==> config.mk <==
export PLATFORM = sky130hd
export DESIGN_NAME = periph_xbar
export DESIGN_NICKNAME = d
export VERILOG_FILES = /design/src/rtl/periph_xbar_pkg.sv /design/src/rtl/periph_req_demux.sv /design/src/rtl/periph_rr_arb.sv /design/src/rtl/periph_resp_route.sv /design/src/rtl/periph_xbar.sv
export VERILOG_INCLUDE_DIRS = /design/src /design/src/rtl
export SDC_FILE = /design/constraint.sdc
export NUM_CORES = 1
export LEC_CHECK = 0
export CAP_MARGIN = 20
export CORE_AREA = 3 3 341 343
export CTS_CLUSTER_DIAMETER = 120
export DETAILED_ROUTE_END_ITERATION = 10
export DIE_AREA = 0 0 344 346
export DONT_BUFFER_PORTS = 1
export PLACE_DENSITY = 0.3
export SLEW_MARGIN = 20
export SYNTH_ARGS = -nofsm -noshare
export SYNTH_HDL_FRONTEND = slang
export SYNTH_SLANG_ARGS = --single-unit
==> constraint.sdc <==
create_clock -name clk_i -period 4 [get_ports clk_i]
set_input_delay 0.2 -clock clk_i [delete_from_list [all_inputs] [get_ports clk_i]]
set_output_delay 0.2 -clock clk_i [all_outputs]
set_load 0.02 [all_outputs]
==> src/rtl/periph_xbar_defines.svh <==
// Counts, widths and address map of the peripheral crossbar, included by the package and RTL
`ifndef PERIPH_XBAR_DEFINES_SVH
`define PERIPH_XBAR_DEFINES_SVH

// Initiators (cores plus one master peripheral) and targets
`define PX_NB_INPS 4
`define PX_NB_TGTS 4

// Bus widths
`define PX_ADDR_W 32
`define PX_DATA_W 32

// Address bits [31:24] of this cluster
`define PX_CLUSTER_BYTE 8'h10

// Peripheral window on bits [23:20], both ends inclusive
`define PX_PERIPH_LO 2
`define PX_PERIPH_HI 3

// Target select field starts here
`define PX_ROUTE_LSB 16

// Everything outside the window lands on this target
`define PX_EXT_IDX 3

`endif

==> src/rtl/periph_xbar_pkg.sv <==
// Shared bus types of the peripheral crossbar, imported by every RTL module
`include "periph_xbar_defines.svh"

package periph_xbar_pkg;

  typedef logic [`PX_ADDR_W-1:0]          px_addr_t;
  typedef logic [`PX_DATA_W-1:0]          px_data_t;
  typedef logic [`PX_DATA_W/8-1:0]        px_be_t;

  // Binary target select
  typedef logic [$clog2(`PX_NB_TGTS)-1:0] px_idx_t;

  // One bit per initiator, exactly one set on a valid request
  typedef logic [`PX_NB_INPS-1:0]         px_id_t;

  // Arbiter payload, one per initiator
  typedef struct packed {
    px_addr_t addr;
    px_data_t data;
    px_id_t   id;
    logic     we_n;  // Low for a write, as on the core bus
    px_be_t   be;
  } px_req_t;

endpackage

==> src/rtl/periph_req_demux.sv <==
// Per-initiator address decode that steers req to one target and returns its gnt
`timescale 1ns/1ps
`include "periph_xbar_defines.svh"

module periph_req_demux import periph_xbar_pkg::*; (
  input  logic                   req_i,
  input  px_addr_t               addr_i,
  output logic                   gnt_o,
  output logic [`PX_NB_TGTS-1:0] tgt_req_o,
  input  logic [`PX_NB_TGTS-1:0] tgt_gnt_i
);

  logic    in_cluster;
  logic    in_window;
  px_idx_t tgt_idx;

  // Top byte names the cluster
  assign in_cluster = (addr_i[31:24] == `PX_CLUSTER_BYTE);

  // Peripheral region inside the cluster map
  assign in_window = (addr_i[23:20] >= 4'(`PX_PERIPH_LO)) &&
                     (addr_i[23:20] <= 4'(`PX_PERIPH_HI));

  // Local peripherals select on the routing field, the rest go external
  assign tgt_idx = (in_cluster && in_window) ?
                   addr_i[`PX_ROUTE_LSB +: $bits(px_idx_t)] :
                   px_idx_t'(`PX_EXT_IDX);

  // One-hot request toward the decoded target
  always_comb begin
    tgt_req_o          = '0;
    tgt_req_o[tgt_idx] = req_i;
  end

  // Arbiter only grants a requesting input, so no masking needed here
  assign gnt_o = tgt_gnt_i[tgt_idx];

endmodule

==> src/rtl/periph_rr_arb.sv <==
// Per-target round-robin arbiter that forwards the winning initiator's request payload
`timescale 1ns/1ps
`include "periph_xbar_defines.svh"

module periph_rr_arb import periph_xbar_pkg::*; (
  input  logic                     clk_i,
  input  logic                     arst_n_i,
  input  logic    [`PX_NB_INPS-1:0] req_i,
  input  px_req_t [`PX_NB_INPS-1:0] payload_i,
  output logic    [`PX_NB_INPS-1:0] gnt_o,
  output logic                     req_o,
  output px_req_t                  payload_o,
  input  logic                     gnt_i
);

  localparam int unsigned NB_INPS = `PX_NB_INPS;
  localparam int unsigned IDX_W   = $clog2(NB_INPS);

  typedef logic [IDX_W-1:0] inp_idx_t;

  inp_idx_t rr_ptr_q;
  inp_idx_t rr_ptr_d;
  inp_idx_t win_idx;
  logic     win_found;

  // First requester at or after the pointer, wrapping around
  always_comb begin
    int unsigned cand;
    win_idx   = rr_ptr_q;
    win_found = 1'b0;
    for (int unsigned k = 0; k < NB_INPS; k++) begin
      cand = (int'(rr_ptr_q) + k) % NB_INPS;
      if (!win_found && req_i[cand]) begin
        win_idx   = inp_idx_t'(cand);
        win_found = 1'b1;
      end
    end
  end

  assign req_o     = win_found;
  assign payload_o = payload_i[win_idx];

  // Target grant goes back to the winner alone
  always_comb begin
    gnt_o          = '0;
    gnt_o[win_idx] = gnt_i & win_found;
  end

  // One past the winner
  assign rr_ptr_d = (int'(win_idx) == NB_INPS - 1) ? '0 : inp_idx_t'(win_idx + 1'b1);

  // No lock-in; pointer only moves on an accepted transfer
  always_ff @(posedge clk_i or negedge arst_n_i) begin
    if (!arst_n_i) begin
      rr_ptr_q <= '0;
    end else if (req_o && gnt_i) begin
      rr_ptr_q <= rr_ptr_d;
    end
  end

endmodule

==> src/rtl/periph_resp_route.sv <==
// Per-initiator response select that picks the target answering with this initiator's id
`timescale 1ns/1ps
`include "periph_xbar_defines.svh"

module periph_resp_route import periph_xbar_pkg::*; #(
  parameter int unsigned INP_IDX = 0
) (
  input  logic     [`PX_NB_TGTS-1:0] r_valid_i,
  input  px_id_t   [`PX_NB_TGTS-1:0] r_id_i,
  input  px_data_t [`PX_NB_TGTS-1:0] r_rdata_i,
  input  logic     [`PX_NB_TGTS-1:0] r_opc_i,
  output logic                       r_valid_o,
  output px_data_t                   r_rdata_o,
  output logic                       r_opc_o
);

  localparam px_id_t MY_ID = px_id_t'(1) << INP_IDX;

  logic [`PX_NB_TGTS-1:0] hit;

  for (genvar t = 0; t < `PX_NB_TGTS; t++) begin : gen_hit
    assign hit[t] = r_valid_i[t] && (r_id_i[t] == MY_ID);
  end

  // At most one hit, since each initiator has one request in flight
  always_comb begin
    r_rdata_o = '0;
    r_opc_o   = 1'b0;
    for (int t = `PX_NB_TGTS - 1; t >= 0; t--) begin
      if (hit[t]) begin
        r_rdata_o = r_rdata_i[t];
        r_opc_o   = r_opc_i[t];
      end
    end
  end

  assign r_valid_o = |hit;

endmodule

==> src/rtl/periph_xbar.sv <==
// Top level of the peripheral crossbar joining initiator demuxes, target arbiters and response routes
`timescale 1ns/1ps
`include "periph_xbar_defines.svh"

module periph_xbar import periph_xbar_pkg::*; (
  input  logic                        clk_i,
  input  logic                        arst_n_i,

  // Initiator side
  input  logic     [`PX_NB_INPS-1:0]  init_req_i,
  input  px_addr_t [`PX_NB_INPS-1:0]  init_addr_i,
  input  logic     [`PX_NB_INPS-1:0]  init_wen_i,
  input  px_data_t [`PX_NB_INPS-1:0]  init_wdata_i,
  input  px_be_t   [`PX_NB_INPS-1:0]  init_be_i,
  output logic     [`PX_NB_INPS-1:0]  init_gnt_o,
  output logic     [`PX_NB_INPS-1:0]  init_r_valid_o,
  output px_data_t [`PX_NB_INPS-1:0]  init_r_rdata_o,
  output logic     [`PX_NB_INPS-1:0]  init_r_opc_o,

  // Target side
  output logic     [`PX_NB_TGTS-1:0]  tgt_req_o,
  output px_addr_t [`PX_NB_TGTS-1:0]  tgt_addr_o,
  output logic     [`PX_NB_TGTS-1:0]  tgt_wen_o,
  output px_data_t [`PX_NB_TGTS-1:0]  tgt_wdata_o,
  output px_be_t   [`PX_NB_TGTS-1:0]  tgt_be_o,
  output px_id_t   [`PX_NB_TGTS-1:0]  tgt_id_o,
  input  logic     [`PX_NB_TGTS-1:0]  tgt_gnt_i,
  input  logic     [`PX_NB_TGTS-1:0]  tgt_r_valid_i,
  input  px_data_t [`PX_NB_TGTS-1:0]  tgt_r_rdata_i,
  input  px_id_t   [`PX_NB_TGTS-1:0]  tgt_r_id_i,
  input  logic     [`PX_NB_TGTS-1:0]  tgt_r_opc_i
);

  px_req_t [`PX_NB_INPS-1:0]                  inp_payload;
  logic    [`PX_NB_INPS-1:0][`PX_NB_TGTS-1:0] demux_req;
  logic    [`PX_NB_INPS-1:0][`PX_NB_TGTS-1:0] demux_gnt;

  // Request packing, decode and response return per initiator
  for (genvar i = 0; i < `PX_NB_INPS; i++) begin : gen_inps
    assign inp_payload[i].addr = init_addr_i[i];
    assign inp_payload[i].data = init_wdata_i[i];
    assign inp_payload[i].id   = px_id_t'(1) << i;
    assign inp_payload[i].we_n = init_wen_i[i];
    assign inp_payload[i].be   = init_be_i[i];

    periph_req_demux i_req_demux (
      .req_i     (init_req_i[i]),
      .addr_i    (init_addr_i[i]),
      .gnt_o     (init_gnt_o[i]),
      .tgt_req_o (demux_req[i]),
      .tgt_gnt_i (demux_gnt[i])
    );

    periph_resp_route #(
      .INP_IDX (i)
    ) i_resp_route (
      .r_valid_i (tgt_r_valid_i),
      .r_id_i    (tgt_r_id_i),
      .r_rdata_i (tgt_r_rdata_i),
      .r_opc_i   (tgt_r_opc_i),
      .r_valid_o (init_r_valid_o[i]),
      .r_rdata_o (init_r_rdata_o[i]),
      .r_opc_o   (init_r_opc_o[i])
    );
  end

  // One arbiter per target
  for (genvar t = 0; t < `PX_NB_TGTS; t++) begin : gen_tgts
    logic [`PX_NB_INPS-1:0] arb_req;
    logic [`PX_NB_INPS-1:0] arb_gnt;
    px_req_t                arb_payload;

    // Transpose of the request and grant matrices
    for (genvar j = 0; j < `PX_NB_INPS; j++) begin : gen_cross
      assign arb_req[j]      = demux_req[j][t];
      assign demux_gnt[j][t] = arb_gnt[j];
    end

    periph_rr_arb i_arb (
      .clk_i     (clk_i),
      .arst_n_i  (arst_n_i),
      .req_i     (arb_req),
      .payload_i (inp_payload),
      .gnt_o     (arb_gnt),
      .req_o     (tgt_req_o[t]),
      .payload_o (arb_payload),
      .gnt_i     (tgt_gnt_i[t])
    );

    assign tgt_addr_o[t]  = arb_payload.addr;
    assign tgt_wdata_o[t] = arb_payload.data;
    assign tgt_id_o[t]    = arb_payload.id;
    assign tgt_wen_o[t]   = arb_payload.we_n;
    assign tgt_be_o[t]    = arb_payload.be;
  end

endmodule

==> impl_metrics.csv <==
group,metric,value,unit
global_route,overflow,0,
logic_synthesis,synth_largest_area_cell,"mux2i_1",
floorplanning,die_h,346,µm
detailed_routing,vias,19124,
status,status,"complete, no violations",
worst_setup_path,worstPathMaxFanout,57,
floorplanning,io_pins,874,
timing,grt_setup_unrepaired,"no",
timing,relSlewSlack,23.4,%
timing,fin_ws,259,ps
clock_tree,clk_latency,240,ps
floorplanning,core-area,114000,µm²
power_and_ir_drop,p_per_area,204,nW/µm²
timing,hold_viol,0,
min_path,holdPathEnd,"gen_tgts[1].i_arb.rr_ptr_q[1]$_DFFE_PN0N_",
cells_and_area,largest_reg_flops,8,
clock_tree,cts_setup_buffers,0,
clock_tree,clockBufferDepth,2,
min_path,min_path_type,"in -> reg",
timing,holdWs,357,ps
min_path,holdPathStages,3,
worst_setup_path,cp-start-kind,"primary input",
floorplanning,start_util,13.2,%
timing,setup_viol,0,
timing,worst_slew_pin_slew,1150,ps
detailed_routing,drtAntennaViolNets,0,
worst_setup_path,max_stage_delay,700,ps
floorplanning,die_w,344,µm
worst_setup_path,path_delay_family,"simple AND/OR/NAND/NOR gates",
detailed_routing,totalWireLength,117,mm
worst_setup_path,worstPathRequired,3800,ps
floorplanning,die_area,119000,µm²
placed_design,dp.cells,3644,
cells_and_area,reg_top3,"gen_tgts.i_arb.rr_ptr_q (8)",
placed_design,dp_hpwl,91.6,mm
worst_setup_path,cp-end-kind,"output port",
worst_setup_path,arrival,3540,ps
worst_setup_path,r2r_setup_slack,1790,ps
logic_synthesis,synth_top_area_share,41.3,%
cells_and_area,fillers,13013,
logic_synthesis,synth_edf_count,0,
placed_design,globalplace.congestion,0.900,
timing,fin_setup_tns,0,ps
cells_and_area,layout.area.seq,200,µm²
worst_setup_path,path_class,"in -> out",
clock_tree,htreeDepth,1,
logic_synthesis,ys_types,71,
worst_setup_path,crit_buf_inv,3,
logic_synthesis,postSynthAreaPerCell,7.35,µm²
clock_tree,numCtsBuffers,3,
power_and_ir_drop,vdd_drop_max,0.156,mV
detailed_routing,drcViolationCount,0,
placed_design,post_dp_cell_area,18700,µm²
logic_synthesis,yosysSeqAreaShare,1.33,%
logic_synthesis,yosysMostFrequentCell,"mux2i_1",
placed_design,port_buffers,0,
timing,fmax,267,MHz
global_route,grt_max_degree,93,
logic_synthesis,synth_area,15100,µm²
cells_and_area,nNetsFinal,2593,
timing,slew_viol_final,0,
detailed_routing,firstDrtPassIters,6,
logic_synthesis,ys_ff_latch,8,
worst_setup_path,rr_startpoint,"gen_tgts[2].i_arb.rr_ptr_q[1]$_DFFE_PN0P_",
cells_and_area,final_core_util,16.6,%
global_route,grt_pass1_wl,159,mm
logic_synthesis,synthCells,2048,
timing,min_period,3740,ps
placed_design,pre_cts_ws,276,ps
detailed_routing,drt_iter0_drc,1655,
worst_setup_path,r2r_end,"gen_tgts[2].i_arb.rr_ptr_q[1]$_DFFE_PN0P_",
logic_synthesis,synthTopCellsByCount,"mux2i_1 (621), o21ai_0 (361), nand2_1 (147)",
global_route,grt_util_all_layers,18.1,%
logic_synthesis,synth_flop_cell,"dfrtp_1",
logic_synthesis,synthTopCellsByArea,"mux2i_1 (41%), o21ai_0 (12%), a32oi_1 (7.6%)",
worst_setup_path,cp_slowest_cell,"or4b_1",
clock_tree,clock-root-buffer,"clkbuf_16",
logic_synthesis,yosys_warnings,0,
global_route,antenna_found_initial,10,
floorplanning,num_rows,124,
clock_tree,cts.clk_slew.worst_paths,40,ps
clock_tree,cts_tree,"yes",
min_path,min_from,"tgt_gnt_i[1]",
power_and_ir_drop,leakage,7.12,nW
power_and_ir_drop,finalPower,3.84,mW
cells_and_area,final_area,18900,µm²
worst_setup_path,reg2regPathDepth,5,
worst_setup_path,path_cells,"or4b_1 -> or4_1 -> a32oi_4 -> buf_12 -> buf_12 -> mux2i_1 -> mux2i_1 -> buf_4",
cells_and_area,multiInputGateArea,13600,µm²
detailed_routing,wl_per_cell,31.9,µm
cells_and_area,drive_gt1_share,19.6,%
cells_and_area,stdcell_count,3659,
timing,finClkSkew,3.27,ps
logic_synthesis,synth_nets,2502,
logic_synthesis,synthArstFlopShare,100,%
detailed_routing,viasPerCell,5.23,
job,maxCapViolations,0,
cells_and_area,area_delta_synth_final,25.2,%
clock_tree,cts.sinks,8,
timing,fin_crit_sh,93.5,%
cells_and_area,top_register,"gen_tgts.i_arb.rr_ptr_q",
global_route,first_global_vias,18965,
==> logic make-up (layout without fill, tap and decap cells) <==
| family | Yosys count | after routing | share of synthesized area, % |
|---|---|---|---|
| mux | 627 | 627 | 41.7 |
| simple gates | 386 | 386 | 13.2 |
| other cells | 0 | 10 | 0 |
| flops | 8 | 8 | 1.33 |
| compound gates | 727 | 727 | 32.8 |
| fa+ha+maj | 16 | 16 | 1.33 |
| buf+inv | 284 | 373 | 9.60 |
==> layer usage <==
layer,vias up,global-route usage (%),wire length [µm]
li1,8248,-,-
met1,9565,19.4,40700
met2,1138,31.9,56500
met3,171,6.38,13300
met4,2,8.04,5960
met5,-,0,13
==> report_power, final <==
| group | internal (mW) | switching (mW) | leakage (nW) |
|---|---|---|---|
| clock | 0.130 | 0.0491 | 0.0370 |
| sequential | 0.0918 | 0.0123 | 0.107 |
| combinational | 1.38 | 2.18 | 6.97 |
==> layout make-up <==
type	instances	area share [%]
Timing Repair Buffer	350	15.9
Inverter	20	0.398
Tap cell	1512	10.0
Sequential cell	8	1.06
Multi-Input combinational cell	1756	72.1
Antenna cell	10	0.133
Clock buffer	3	0.398
==> worst max-delay path by stage <==
stage                           from             end  slack (ps)  cells after the start
global route        init_addr_i[127]  tgt_wdata_o[6]         100                      9
floorplan            init_addr_i[91]   init_gnt_o[3]         560                     14
global placement    init_addr_i[127]   init_gnt_o[3]         270                     11
CTS                 init_addr_i[127]  tgt_wdata_o[6]         260                      9
finish               init_addr_i[91]  tgt_wdata_o[6]         260                      8
detailed placement  init_addr_i[127]  tgt_wdata_o[6]         280                      9
==> timing repair <==
action / CTS / global route
endpoints found under the hold margin: 8 / 0
gates resized for setup: 0 / 0
hold buffers: 1 / 0
endpoints found under the setup margin: 0 / 0
==> cells in the final DEF (no fill, tap or decap), types with 5 or more instances in the layout <==
cell type / n
ha_1: 16
buf_4: 320
nand3_1: 84
a21oi_1: 37
inv_2: 6
diode_2: 10
nor2_1: 48
nand2b_1: 7
o21ai_0: 361
nor4b_2: 5
nand3b_1: 8
a221o_1: 99
nand4_1: 10
or4_1: 6
a32oi_2: 7
a32oi_1: 131
mux2i_1: 618
nor2b_1: 5
mux2_2: 6
o22ai_1: 5
inv_1: 14
dfrtp_1: 8
o21ai_1: 19
buf_12: 28
a22oi_1: 35
nor4_1: 6
nand2_1: 145
==> worst reg2reg max path: cells and delay by family (launching register included) <==
family                     cells  cell delay, ps
and+or+nand+nor                3             990
DFF                            1             520
adders and majority gates      1             300
muxes                          1             270
Power figures use the tool's default switching activity.
